### src/logic/pheap_config.svh
/*
 * Build-time parameters of the pipelined heap priority queue.
 * Included by the package and by every module that sizes ports or
 * decodes the Wishbone register map.
 */

`ifndef PHEAP_CONFIG_SVH
`define PHEAP_CONFIG_SVH

// heap geometry, capacity is 2**PHEAP_LEVELS - 1
`define PHEAP_LEVELS 4

// payload widths, key plus value fill one bus word
`define PHEAP_KEYW 16
`define PHEAP_VALW 16

// register map, word index on adr
`define PQ_ADDR_PUSH    3'd0
`define PQ_ADDR_POP     3'd1
`define PQ_ADDR_REPLACE 3'd2
`define PQ_ADDR_HEAD    3'd3
`define PQ_ADDR_STATUS  3'd4

`endif

### src/logic/pheapPkg.sv
/*
 * Shared types of the heap priority queue: the key/value payload, the
 * stored node, the command passed between levels and the STATUS word.
 * Modules pull these in with a wildcard import in their header.
 */

`include "pheap_config.svh"

package pheapPkg;

    typedef struct packed {
        logic [`PHEAP_KEYW-1:0] key;    // ordering field, smallest leaves first
        logic [`PHEAP_VALW-1:0] value;
    } kvT;

    typedef enum logic [1:0] {
        IDLE,
        ENQ,
        DEQ,
        REPLACE
    } heapOpT;

    typedef struct packed {
        kvT                       kv;
        logic                     active;    // node holds an item
        logic [`PHEAP_LEVELS-1:0] capacity;  // free slots in this subtree
    } entryT;

    typedef struct packed {
        entryT left;
        entryT right;
    } entryPairT;

    typedef struct packed {
        logic                     valid;
        heapOpT                   op;
        kvT                       kv;
        logic [`PHEAP_LEVELS-1:0] pos;   // node index within the target level
    } levelCmdT;

    localparam int STAT_CNTW = 27;

    typedef struct packed {
        logic [STAT_CNTW-1:0] count;
        logic                 underflow;
        logic                 overflow;
        logic                 busy;
        logic                 full;
        logic                 empty;     // bit 0
    } pqStatusT;

endpackage

### src/logic/heapLevel.sv
/*
 * One memory level of the heap, LEVEL 2 and deeper. Stores its nodes
 * by position, serves child pairs to the level above, and runs each
 * command in two cycles: latch and read, then compare, write and
 * forward to the next level. The deepest level never forwards.
 */

`timescale 1ns/100ps
`include "pheap_config.svh"

module heapLevel
    import pheapPkg::*;
#(
    parameter int LEVEL = 2
) (
    input  logic                     clk,
    input  logic                     rstN,
    input  levelCmdT                 cmdIn,
    output levelCmdT                 cmdOut,
    input  logic [`PHEAP_LEVELS-1:0] upPairAddr,
    output entryPairT                upPairData,
    output logic [`PHEAP_LEVELS-1:0] pairAddr,
    input  entryPairT                pairData,
    output logic                     levelBusy
);

    localparam int POSW  = `PHEAP_LEVELS;
    localparam int NODES = 1 << (LEVEL - 1);
    localparam int IDXW  = (LEVEL > 1) ? LEVEL - 1 : 1;
    // free slots under one node of this level when the heap is empty
    localparam logic [POSW-1:0] CAP_INIT = POSW'((1 << (POSW - LEVEL + 1)) - 1);

    entryT           nodeMem [NODES];
    levelCmdT        cmdR;
    levelCmdT        fwd;
    entryT           nodeCur;
    entryT           nodeNext;
    entryT           child;
    entryPairT       kids;
    logic            pickRight;
    logic            haveChild;
    logic [IDXW-1:0] nodeIdx;
    logic [IDXW-1:0] leftIdx;
    logic [IDXW-1:0] rightIdx;

    // ------------------------------------------------------------------
    // node storage
    // ------------------------------------------------------------------
    assign leftIdx  = IDXW'({upPairAddr, 1'b0});   // children of parent p sit at 2p, 2p+1
    assign rightIdx = IDXW'({upPairAddr, 1'b1});

    assign upPairData.left  = nodeMem[leftIdx];
    assign upPairData.right = nodeMem[rightIdx];

    always_ff @(posedge clk) begin
        if (!rstN) begin
            for (int i = 0; i < NODES; i++) begin
                nodeMem[i].active   <= 1'b0;
                nodeMem[i].capacity <= CAP_INIT;
            end
        end else if (cmdR.valid) begin
            nodeMem[nodeIdx] <= nodeNext;
        end
    end

    // ------------------------------------------------------------------
    // read cycle
    // ------------------------------------------------------------------
    always_ff @(posedge clk) begin
        cmdR <= cmdIn;                 // command and its node position
        if (!rstN) begin
            cmdR.valid <= 1'b0;
        end
    end

    assign nodeIdx   = cmdR.pos[IDXW-1:0];
    assign nodeCur   = nodeMem[nodeIdx];
    assign pairAddr  = cmdR.pos;
    assign levelBusy = cmdIn.valid || cmdR.valid;

    assign haveChild = kids.left.active || kids.right.active;
    assign pickRight = kids.right.active &&
                       (!kids.left.active || kids.right.kv.key < kids.left.kv.key);
    assign child     = pickRight ? kids.right : kids.left;

    // ------------------------------------------------------------------
    // compare, write and forward cycle
    // ------------------------------------------------------------------
    always_comb begin
        nodeNext  = nodeCur;
        fwd       = cmdR;
        fwd.valid = 1'b0;
        fwd.pos   = {cmdR.pos[POSW-2:0], pickRight};
        if (cmdR.valid) begin
            case (cmdR.op)
                ENQ: begin
                    nodeNext.active   = 1'b1;
                    nodeNext.capacity = nodeCur.capacity - 1'b1;
                    if (!nodeCur.active) begin
                        nodeNext.kv = cmdR.kv;            // item settles here
                    end else begin
                        fwd.valid = 1'b1;
                        fwd.pos   = {cmdR.pos[POSW-2:0], kids.left.capacity == '0};
                        if (cmdR.kv.key < nodeCur.kv.key) begin
                            nodeNext.kv = cmdR.kv;
                            fwd.kv      = nodeCur.kv;
                        end
                    end
                end
                DEQ: begin
                    // our item moved up, refill from the smaller child
                    nodeNext.capacity = nodeCur.capacity + 1'b1;
                    nodeNext.active   = haveChild;
                    nodeNext.kv       = child.kv;
                    fwd.valid         = haveChild;
                end
                REPLACE: begin
                    if (haveChild && child.kv.key < cmdR.kv.key) begin
                        nodeNext.kv = child.kv;
                        fwd.valid   = 1'b1;
                    end else begin
                        nodeNext.kv = cmdR.kv;
                    end
                end
                default: fwd.valid = 1'b0;
            endcase
        end
    end

    generate
        if (LEVEL == `PHEAP_LEVELS) begin : genBottom
            assign kids   = '0;          // leaves, no children below
            assign cmdOut = '0;
        end else begin : genInner
            assign kids = pairData;
            always_ff @(posedge clk) begin
                cmdOut <= fwd;
                if (!rstN) begin
                    cmdOut.valid <= 1'b0;
                end
            end
        end
    endgenerate

    // the level above only sends an item into a subtree with room
    enqHasRoom: assert property (@(posedge clk) disable iff (!rstN)
        cmdR.valid && cmdR.op == ENQ |-> nodeCur.capacity != '0);

endmodule

### src/logic/heapRoot.sv
/*
 * Level 1 of the heap. Holds the head entry in a register, takes one
 * command at a time from the register block and sends the displaced
 * item or the refill request down to level 2.
 */

`timescale 1ns/100ps
`include "pheap_config.svh"

module heapRoot
    import pheapPkg::*;
(
    input  logic                     clk,
    input  logic                     rstN,
    input  levelCmdT                 rootCmd,
    output logic [`PHEAP_LEVELS-1:0] pairAddr,
    input  entryPairT                pairData,
    output levelCmdT                 cmdOut,
    output logic                     rootReady,
    output kvT                       head,
    output logic                     empty,
    output logic                     full
);

    localparam int POSW = `PHEAP_LEVELS;

    levelCmdT cmdR;
    levelCmdT fwd;
    entryT    rootE;
    entryT    rootNext;
    entryT    child;
    logic     pickRight;
    logic     haveChild;

    // read cycle, latch the command
    always_ff @(posedge clk) begin
        cmdR <= rootCmd;
        if (!rstN) begin
            cmdR.valid <= 1'b0;
        end
    end

    assign pairAddr  = cmdR.pos;
    assign haveChild = pairData.left.active || pairData.right.active;
    assign pickRight = pairData.right.active &&
                       (!pairData.left.active || pairData.right.kv.key < pairData.left.kv.key);
    assign child     = pickRight ? pairData.right : pairData.left;

    // compare cycle
    always_comb begin
        rootNext  = rootE;
        fwd       = cmdR;             // op and new item travel down unchanged
        fwd.valid = 1'b0;
        fwd.pos   = {cmdR.pos[POSW-2:0], pickRight};
        if (cmdR.valid) begin
            case (cmdR.op)
                ENQ: begin
                    rootNext.active   = 1'b1;
                    rootNext.capacity = rootE.capacity - 1'b1;
                    if (!rootE.active) begin
                        rootNext.kv = cmdR.kv;
                    end else begin
                        fwd.valid = 1'b1;
                        fwd.pos   = {cmdR.pos[POSW-2:0], pairData.left.capacity == '0};
                        if (cmdR.kv.key < rootE.kv.key) begin
                            rootNext.kv = cmdR.kv;
                            fwd.kv      = rootE.kv;   // old head sinks
                        end
                    end
                end
                DEQ: begin
                    rootNext.capacity = rootE.capacity + 1'b1;
                    rootNext.active   = haveChild;
                    rootNext.kv       = child.kv;
                    fwd.valid         = haveChild;
                end
                REPLACE: begin
                    if (haveChild && child.kv.key < cmdR.kv.key) begin
                        rootNext.kv = child.kv;
                        fwd.valid   = 1'b1;
                    end else begin
                        rootNext.kv = cmdR.kv;
                    end
                end
                default: fwd.valid = 1'b0;
            endcase
        end
    end

    always_ff @(posedge clk) begin
        cmdOut <= fwd;
        if (!rstN) begin
            cmdOut.valid   <= 1'b0;
            rootE.active   <= 1'b0;
            rootE.capacity <= '1;         // whole heap free
        end else if (cmdR.valid) begin
            rootE <= rootNext;
        end
    end

    assign rootReady = !cmdR.valid;
    assign head      = rootE.kv;
    assign empty     = !rootE.active;
    assign full      = (rootE.capacity == '0);

    // a command is a single-cycle pulse issued only into an idle root
    oneCmdAtATime: assert property (@(posedge clk) disable iff (!rstN)
        rootCmd.valid |-> rootReady ##1 !rootCmd.valid);

endmodule

### src/logic/pheapTop.sv
/*
 * Top of the heap priority queue. Connects the Wishbone register block,
 * the root register and the chain of memory levels below it.
 */

`timescale 1ns/100ps
`include "pheap_config.svh"

module pheapTop
    import pheapPkg::*;
(
    input  logic        clk,
    input  logic        rstN,
    input  logic        cyc,
    input  logic        stb,
    input  logic        we,
    input  logic [2:0]  adr,
    input  logic [31:0] datW,
    output logic        ack,
    output logic [31:0] datR
);

    levelCmdT                 rootCmd;
    levelCmdT                 cmdChain  [1:`PHEAP_LEVELS-1];  // command leaving level k
    logic [`PHEAP_LEVELS-1:0] pairAddrs [1:`PHEAP_LEVELS-1];  // child pair asked by level k
    entryPairT                pairDatas [2:`PHEAP_LEVELS];    // pair served by level k
    logic                     levelBusy [2:`PHEAP_LEVELS];
    kvT                       head;
    logic                     empty;
    logic                     full;
    logic                     rootReady;
    logic                     heapReady;

    assign heapReady = rootReady && !levelBusy[2];   // root idle and level 2 drained

    pqRegs uRegs (
        .clk, .rstN, .cyc, .stb, .we, .adr, .datW, .ack, .datR,
        .rootReady(heapReady), .head, .empty, .full, .rootCmd
    );

    heapRoot uRoot (
        .clk, .rstN, .rootCmd, .pairAddr(pairAddrs[1]), .pairData(pairDatas[2]),
        .cmdOut(cmdChain[1]), .rootReady, .head, .empty, .full
    );

    for (genvar lv = 2; lv <= `PHEAP_LEVELS; lv++) begin : genLevel
        if (lv < `PHEAP_LEVELS) begin : genMid
            heapLevel #(.LEVEL(lv)) uLevel (
                .clk, .rstN, .cmdIn(cmdChain[lv-1]), .cmdOut(cmdChain[lv]),
                .upPairAddr(pairAddrs[lv-1]), .upPairData(pairDatas[lv]),
                .pairAddr(pairAddrs[lv]), .pairData(pairDatas[lv+1]),
                .levelBusy(levelBusy[lv])
            );
        end else begin : genLast
            heapLevel #(.LEVEL(lv)) uLevel (
                .clk, .rstN, .cmdIn(cmdChain[lv-1]), .cmdOut(),
                .upPairAddr(pairAddrs[lv-1]), .upPairData(pairDatas[lv]),
                .pairAddr(), .pairData(),
                .levelBusy(levelBusy[lv])
            );
        end
    end

endmodule

### src/logic/pqRegs.sv
/*
 * Wishbone classic slave in front of the heap. Turns PUSH, POP and
 * REPLACE writes into one-cycle root commands, answers HEAD and STATUS
 * reads, keeps the entry count and the sticky error flags, and holds
 * ack back while the top of the heap is still busy.
 */

`timescale 1ns/100ps
`include "pheap_config.svh"

module pqRegs
    import pheapPkg::*;
(
    input  logic        clk,
    input  logic        rstN,
    input  logic        cyc,
    input  logic        stb,
    input  logic        we,
    input  logic [2:0]  adr,
    input  logic [31:0] datW,
    output logic        ack,
    output logic [31:0] datR,
    input  logic        rootReady,
    input  kvT          head,
    input  logic        empty,
    input  logic        full,
    output levelCmdT    rootCmd
);

    logic                   req;
    logic                   statusRd;
    logic                   ovfHit;
    logic                   unfHit;
    logic                   overflow;
    logic                   underflow;
    logic [`PHEAP_LEVELS:0] count;
    heapOpT                 nextOp;
    pqStatusT               status;

    // one acceptance per access, only once the heap top has settled
    assign req      = cyc && stb && !ack && !rootCmd.valid && rootReady;
    assign statusRd = req && !we && (adr == `PQ_ADDR_STATUS);
    assign ovfHit   = req && we && (adr == `PQ_ADDR_PUSH) && full;
    assign unfHit   = req && we && (adr == `PQ_ADDR_POP) && empty;

    // ------------------------------------------------------------------
    // write decode
    // ------------------------------------------------------------------
    always_comb begin
        nextOp = IDLE;
        if (req && we) begin
            case (adr)
                `PQ_ADDR_PUSH:    nextOp = full  ? IDLE : ENQ;
                `PQ_ADDR_POP:     nextOp = empty ? IDLE : DEQ;
                `PQ_ADDR_REPLACE: nextOp = empty ? ENQ  : REPLACE;  // empty heap, plain push
                default:          nextOp = IDLE;
            endcase
        end
    end

    always_comb begin
        status           = '0;
        status.count     = STAT_CNTW'(count);
        status.underflow = underflow;
        status.overflow  = overflow;
        status.busy      = !rootReady;
        status.full      = full;
        status.empty     = empty;
    end

    always_ff @(posedge clk) begin
        rootCmd.op  <= nextOp;
        rootCmd.kv  <= kvT'(datW);
        rootCmd.pos <= '0;                // root is node 0
        if (!rstN) begin
            ack           <= 1'b0;
            rootCmd.valid <= 1'b0;
            count         <= '0;
            overflow      <= 1'b0;
            underflow     <= 1'b0;
        end else begin
            ack           <= req;
            rootCmd.valid <= (nextOp != IDLE);
            if (nextOp == ENQ) begin
                count <= count + 1'b1;
            end else if (nextOp == DEQ) begin
                count <= count - 1'b1;
            end
            overflow  <= (overflow && !statusRd) || ovfHit;
            underflow <= (underflow && !statusRd) || unfHit;
        end
    end

    // read data, sampled together with the ack
    always_ff @(posedge clk) begin
        if (req && !we) begin
            case (adr)
                `PQ_ADDR_HEAD:   datR <= head;
                `PQ_ADDR_STATUS: datR <= status;
                default:         datR <= '0;
            endcase
        end
    end

    // ------------------------------------------------------------------
    // checks
    // ------------------------------------------------------------------
    ackInCycle: assert property (@(posedge clk) disable iff (!rstN)
        ack |-> cyc && stb);

    cmdOnlyWhenReady: assert property (@(posedge clk) disable iff (!rstN)
        rootCmd.valid |-> rootReady);

endmodule

### config.mk
export PLATFORM = sky130hd
export DESIGN_NAME = pheapTop
export DESIGN_NICKNAME = d
export VERILOG_FILES = /design/src/logic/pheapPkg.sv /design/src/logic/heapLevel.sv /design/src/logic/heapRoot.sv /design/src/logic/pheapTop.sv /design/src/logic/pqRegs.sv
export VERILOG_INCLUDE_DIRS = /design/src /design/src/logic
export SDC_FILE = /design/constraint.sdc
export NUM_CORES = 2
export LEC_CHECK = 0
export BUFFER_PORTS_ARGS = -buffer_cell sky130_fd_sc_hd__buf_2
export CAP_MARGIN = 20
export CORE_MARGIN = 4
export CORE_UTILIZATION = 34
export DETAILED_ROUTE_END_ITERATION = 10
export GPL_TIMING_DRIVEN = 0
export PLACE_DENSITY = 0.48
export SYNTH_ARGS = -nofsm -noshare
export SYNTH_HDL_FRONTEND = slang
export SYNTH_HIERARCHICAL = 1
export SYNTH_SLANG_ARGS = --single-unit
### constraint.sdc
create_clock -name clk -period 7.2 [get_ports clk]
set_input_delay 0.36 -clock clk [delete_from_list [all_inputs] [get_ports clk]]
set_output_delay 0.36 -clock clk [all_outputs]
set_load 0.02 [all_outputs]
# ---- Word-level counts from Yosys, hierarchy flattened
# Memories as Yosys holds them, arrays and structs flattened. A register that Yosys moved wholly into a read port is not among the register bits.
# Cells that the tools add are included.
dict set report totals {
  ff_bits 375
  latchBits 0
  ramBits 518
  rom_bits 0
  in_bits 40
  out_inout_bits 33
  memories 3
}
# name depth width rd rd_clocked_by_memory_dff wr line_no
set mem_list {}
lappend mem_list {{genLevel[4].genLast.uLevel.nodeMem} 8 37 3 3 8 heapLevel.sv:33} ;# entryT nodeMem [NODES];
lappend mem_list {{genLevel[3].genMid.uLevel.nodeMem} 4 37 3 3 4 heapLevel.sv:33}
lappend mem_list {{genLevel[2].genMid.uLevel.nodeMem} 2 37 3 1 2 heapLevel.sv:33}
dict set report op_classes {
  add_sub_neg 10
  n_mul 0
  div 0
  order_cmp 10
  n_eq_ne 19
  shift 0
  n_mux 73
  bitwise_logic 0
  reduce_logical 58
}
# cell n
set op_table {}
lappend op_table {{$mux W32} 14}
lappend op_table {{$pmux W32 S3} 4}
lappend op_table {{$mux W37} 9}
lappend op_table {{$mux W36} 9}
lappend op_table {{$lt A16 B16 Y1} 10}
lappend op_table {{$reduce_or A37 Y1} 3}
lappend op_table {{$pmux W32 S2} 1}
lappend op_table {{$pmux W5 S2} 4}
lappend op_table {{$logic_and A1 B1 Y1} 20}
lappend op_table {{$eq A2 B2 Y1 const B} 9}
lappend op_table {{$mux W1} 18}
lappend op_table {{$add A4 B1 Y4 const B} 4}
lappend op_table {{$logic_not A4 Y1} 4}
lappend op_table {{$sub A4 B1 Y4 const B} 4}
lappend op_table {{$mux W2} 7}
lappend op_table {{$logic_not A1 Y1} 11}
lappend op_table {{$eq A2 B1 Y1 const B} 5}
lappend op_table {{$mux W5} 2}
lappend op_table {{$reduce_and A2 Y1} 5}
lappend op_table {{$logic_or A1 B1 Y1} 9}
lappend op_table {{$pmux W1 S3} 3}
lappend op_table {{$eq A3 B2 Y1 const B} 2}
lappend op_table {{$pmux W2 S3} 1}
lappend op_table {{$reduce_bool A2 Y1} 3}
lappend op_table {{other kinds (9)} 9}

# ---- Longest topological paths before layout
dict set report logic_depth {
  ltp_word 10
  mapped_depth 22
}

# ---- By module
# Netlist, hierarchy kept.
# mod n_inst cells_per_inst area_per_inst_um2 seq_area_each_um2
set modules_own_cells {}
lappend modules_own_cells {{heapLevel (genLevel[4].genLast.uLevel)} 1 904 15478.6 9659.3}
lappend modules_own_cells {{heapLevel (genLevel[3].genMid.uLevel)} 1 930 11667.4 5995.8}
lappend modules_own_cells {{heapLevel (genLevel[2].genMid.uLevel)} 1 710 7818.7 3773.6}
lappend modules_own_cells {heapRoot 1 494 5645.4 2622.5}
lappend modules_own_cells {pqRegs 1 177 2509.9 1821.7}
lappend modules_own_cells {pheapTop 1 1 13.8 0.0}

# ---- Worst setup path before layout
# No wires, ideal clock.
dict set report synth_path {
  path_kind {reg-to-reg}
  start {register genLevel[3].genMid.uLevel.cmdR, in the netlist genLevel[3].genMid.uLevel/pairAddr[0]}
  end {memory genLevel[3].genMid.uLevel/nodeMem[0][14] (netlist bit), data pin}
  setup_time_ns 0.272
  arrival_time_ns 5.573
  required_time_ns 6.928
  path_slack_ns 1.355
  path_stages_with_launch 20
  n_path_buf 5
  cell_sequence {dfxtp_1 buf_4 clkbuf_1 buf_1 mux4_2 ha_1 o21ai_0 a2111oi_2 a32oi_2 nand2_2 buf_2 mux2_2 ha_1 and4_1 o211ai_1 or4_1 o31ai_2 buf_4 o21ai_1 a221o_1}
}
# item line_no
set synth_lines {}
lappend synth_lines {{start, declared} heapLevel.sv:34} ;# levelCmdT cmdR;
lappend synth_lines {{start signal, assigned} heapLevel.sv:70} ;# cmdR <= cmdIn;
lappend synth_lines {{end, declared} heapLevel.sv:33}

==> impl_metrics.csv <==
group,metric,value,unit
outcome,status,"complete, no violations",
route,routed_wl,121900,um
yosys,synthesis.area,0.04224,mm^2
yosys,synth.avg_cell_area,13.49,um^2
grt,grt_first_pass_wirelength,181400,um
placed_design,dp.cells,4867,
route,drt_iter0_markers,2153,
critical_path,critPathSlowestCell,"mux4_2",
clocking,clk_pin_slew,60,ps
layout,regArea,0.02355,mm^2
die,die_area,0.1299,mm^2
clocking,cts_setup_buffers,0,
route,wire_per_inst,23.96,um
clocking,cts_sinks,887,
route,avgViaCountPerCell,5.285,
critical_path,crit_start,"genLevel[3].genMid.uLevel/pairAddr[0]",
critical_path,r2r-start,"genLevel[3].genMid.uLevel/pairAddr[0]",
die,core-area,0.1235,mm^2
timing,slew_viol_final,0,
layout,syn_to_final_growth,15.79,%
grt,grt-ovfl-total,0,
timing,finalSetupTns,0,ps
critical_path,path_class,"reg2reg",
clocking,cts-root-buf,"clkbuf_16",
yosys,synth_nets,3356,
critical_path,reg2reg_slack,390,ps
critical_path,path_buf_inv,5,
grt,grt_pass1_vias,27250,
clocking,cts_tree,"built",
critical_path,critPathMaxStageDelay,580,ps
yosys,syn_inst,3132,
grt,grt_max_degree,33,
critical_path,reg2reg_to,"genLevel[3].genMid.uLevel/nodeMem[0][18]",
run,cap_violations,0,
placed_design,place_ws,-290.1,ps
timing,fin_ws,390.0,ps
timing,hold_slack,77.26,ps
critical_path,reg2regPathDepth,19,
grt,antenna_found_initial,0,
placed_design,dp_hpwl,89690,um
placed_design,port_buffers,72,
timing,skew,46.63,ps
route,drtPass1Iterations,6,
layout,final_cells,5086,
layout,num-nets-final,3587,
critical_path,start_kind,"flop",
power,ir_worst_vdd,0.1799,mV
timing,worstMarginPinSlew,1210,ps
timing,min_period_over_period,94.58,%
timing,min_period,6810,ps
yosys,yosys_warnings,6,
clocking,h-tree-depth,3,
timing,final-setup-viol-count,0,
critical_path,crit_required,7610,ps
die,rows,129,
timing,slew_headroom,19.03,%
die,fp.dieW,360.5,um
die,start_util,34.21,%
critical_path,critical_path.endpoint,"genLevel[3].genMid.uLevel/nodeMem[0][18]",
placed_design,gp_congestion,0.8657,
power,power,0.01126,W
die,io_pins,73,
layout,layout-drive-gt1-share,24.36,%
clocking,cts_buffers,97,
route,ant_nets,0,
route,route.detailed.drc,0,
die,fp.dieH,360.5,um
power,leakage,17.18,nW
power,powerDensity,230.3,mW/mm^2
route,vias,26880,
layout,final.fill_count,11590,
layout,multi_input_area,0.01687,mm^2
timing,grt_setup_unrepaired,"false",
timing,clock.fmax,146.8,MHz
critical_path,cp.depth,19,
grt,grt_usage,18.42,%
critical_path,cp_top_family,"compound AO/OA/AOI/OAI gates",
clocking,cts_buffer_depth,3,
critical_path,arrival,7220,ps
timing,final-hold-violation-count,0,
critical_path,crit_path_cell_trace,"buf_4 -> buf_1 -> buf_8 -> mux4_2 -> ha_1 -> nand4_1 -> a2111oi_2 -> a32oi_2 -> nand2_2 -> buf_2 -> mux2_2 -> ha_1 -> and4_1 -> o211ai_1 -> or4_1 -> o31ai_2 -> buf_4 -> o21ai_1 -> a221o_1",
min_path,hp-class,"in2reg",
clocking,insertion_delay,710,ps
critical_path,crit_fanout,11,
critical_path,endpoint_kind,"flop",
layout make-up:
| type | instances | share of cell area, % |
|---|---|---|
| multi-input cells | 1858 | 34.50 |
| clock inverters | 58 | 1.371 |
| diodes | 1 | 0.005117 |
| flip-flops and latches | 887 | 48.16 |
| plain buffers | 205 | 2.395 |
| repair buffers | 135 | 2.441 |
| inverters | 179 | 1.374 |
| well taps | 1637 | 4.188 |
| clock buffers | 126 | 5.562 |
power by group:
group          switching, W  internal [W]  total (W)  leakage [nW]
registers         0.0000652       0.00549    0.00556          7.66
clock network       0.00216       0.00299    0.00515          1.65
logic              0.000335      0.000221   0.000556          7.87
total               0.00256       0.00871     0.0113          17.2
registers in the layout, indices dropped and copies added, names as in the netlist, 3 cells and up:
signal	count
uRoot/rootE	5
uRoot/head	32
uRoot/cmdOut	36
genLevel.genMid.uLevel/pairAddr	3
uRegs/count	5
uRegs/rootCmd	35
genLevel.genLast.uLevel/nodeMem	296
uRoot/cmdR	35
genLevel.genLast.uLevel/cmdR	35
genLevel.genMid.uLevel/cmdR	70
genLevel.genLast.uLevel/pairAddr	3
genLevel.genMid.uLevel/cmdOut	75
uRegs/datR	32
genLevel.genMid.uLevel/nodeMem	222
worst min-delay path by stage:
stage / from / to / slack, ps / depth (start not counted)
2_1_floorplan: uRoot/cmdOut[10] / genLevel[2].genMid.uLevel/cmdR[10] / 310 / 0
3_3_place_gp: genLevel[3].genMid.uLevel/cmdOut[11] / genLevel[4].genLast.uLevel/cmdR[11] / 310 / 0
3_5_place_dp: uRoot/cmdOut[11] / genLevel[2].genMid.uLevel/cmdR[11] / 310 / 0
4_1_cts: rstN / uRoot/rootE[0] / 20 / 2
5_1_grt: rstN / uRoot/rootE[0] / 50 / 2
6_report: rstN / uRoot/rootE[0] / 80 / 2
placed cells by master, fill, tap and decap left out, types with 14 or more instances in the layout:
| master | count |
|---|---|
| nand4_1 | 27 |
| nor2_1 | 118 |
| nor3_1 | 19 |
| clkbuf_1 | 83 |
| a221o_1 | 18 |
| o21ai_1 | 22 |
| mux4_2 | 139 |
| a21o_1 | 54 |
| dfxtp_1 | 308 |
| clkinv_1 | 14 |
| clkinv_2 | 18 |
| o2111ai_1 | 14 |
| o2bb2ai_2 | 34 |
| a22oi_1 | 33 |
| ha_1 | 179 |
| buf_4 | 50 |
| o2bb2ai_1 | 17 |
| inv_1 | 164 |
| buf_6 | 23 |
| a21oi_1 | 85 |
| a221oi_1 | 75 |
| nand2_1 | 184 |
| and2_1 | 51 |
| mux2_4 | 16 |
| o21ai_0 | 156 |
| mux2_2 | 198 |
| nand3_1 | 43 |
| buf_1 | 18 |
| inv_2 | 15 |
| a22o_1 | 31 |
| a221oi_2 | 15 |
| clkbuf_16 | 100 |
| dlygate4sd3_1 | 36 |
| o211ai_1 | 40 |
| edfxtp_1 | 579 |
| mux2i_1 | 94 |
| buf_2 | 112 |
routing by layer:
metal / global-route usage [%] / vias to the layer above / wire [um]
met5: 0 / - / 0
met4: 5.528 / 0 / 3743
met3: 2.603 / 201 / 5047
met2: 30.95 / 708 / 58540
met1: 24.79 / 13440 / 54540
li1: - / 12530 / -
through the flow:
step | instance area [um^2] | utilization [%]
4_1_cts | 48890 | 39.60
6_report | 48910 | 39.61
2_1_floorplan | 42240 | -
3_3_place_gp | 44650 | 36.16
5_1_grt | 48900 | 39.61
3_5_place_dp | 45120 | 36.55
what timing repair did:
action,4_1_cts,5_1_grt
hold buffers,36,0
resized for setup,10,1
setup endpoints to repair,173,117
hold endpoints to repair,35,0
Power figures use the tool's default switching activity.
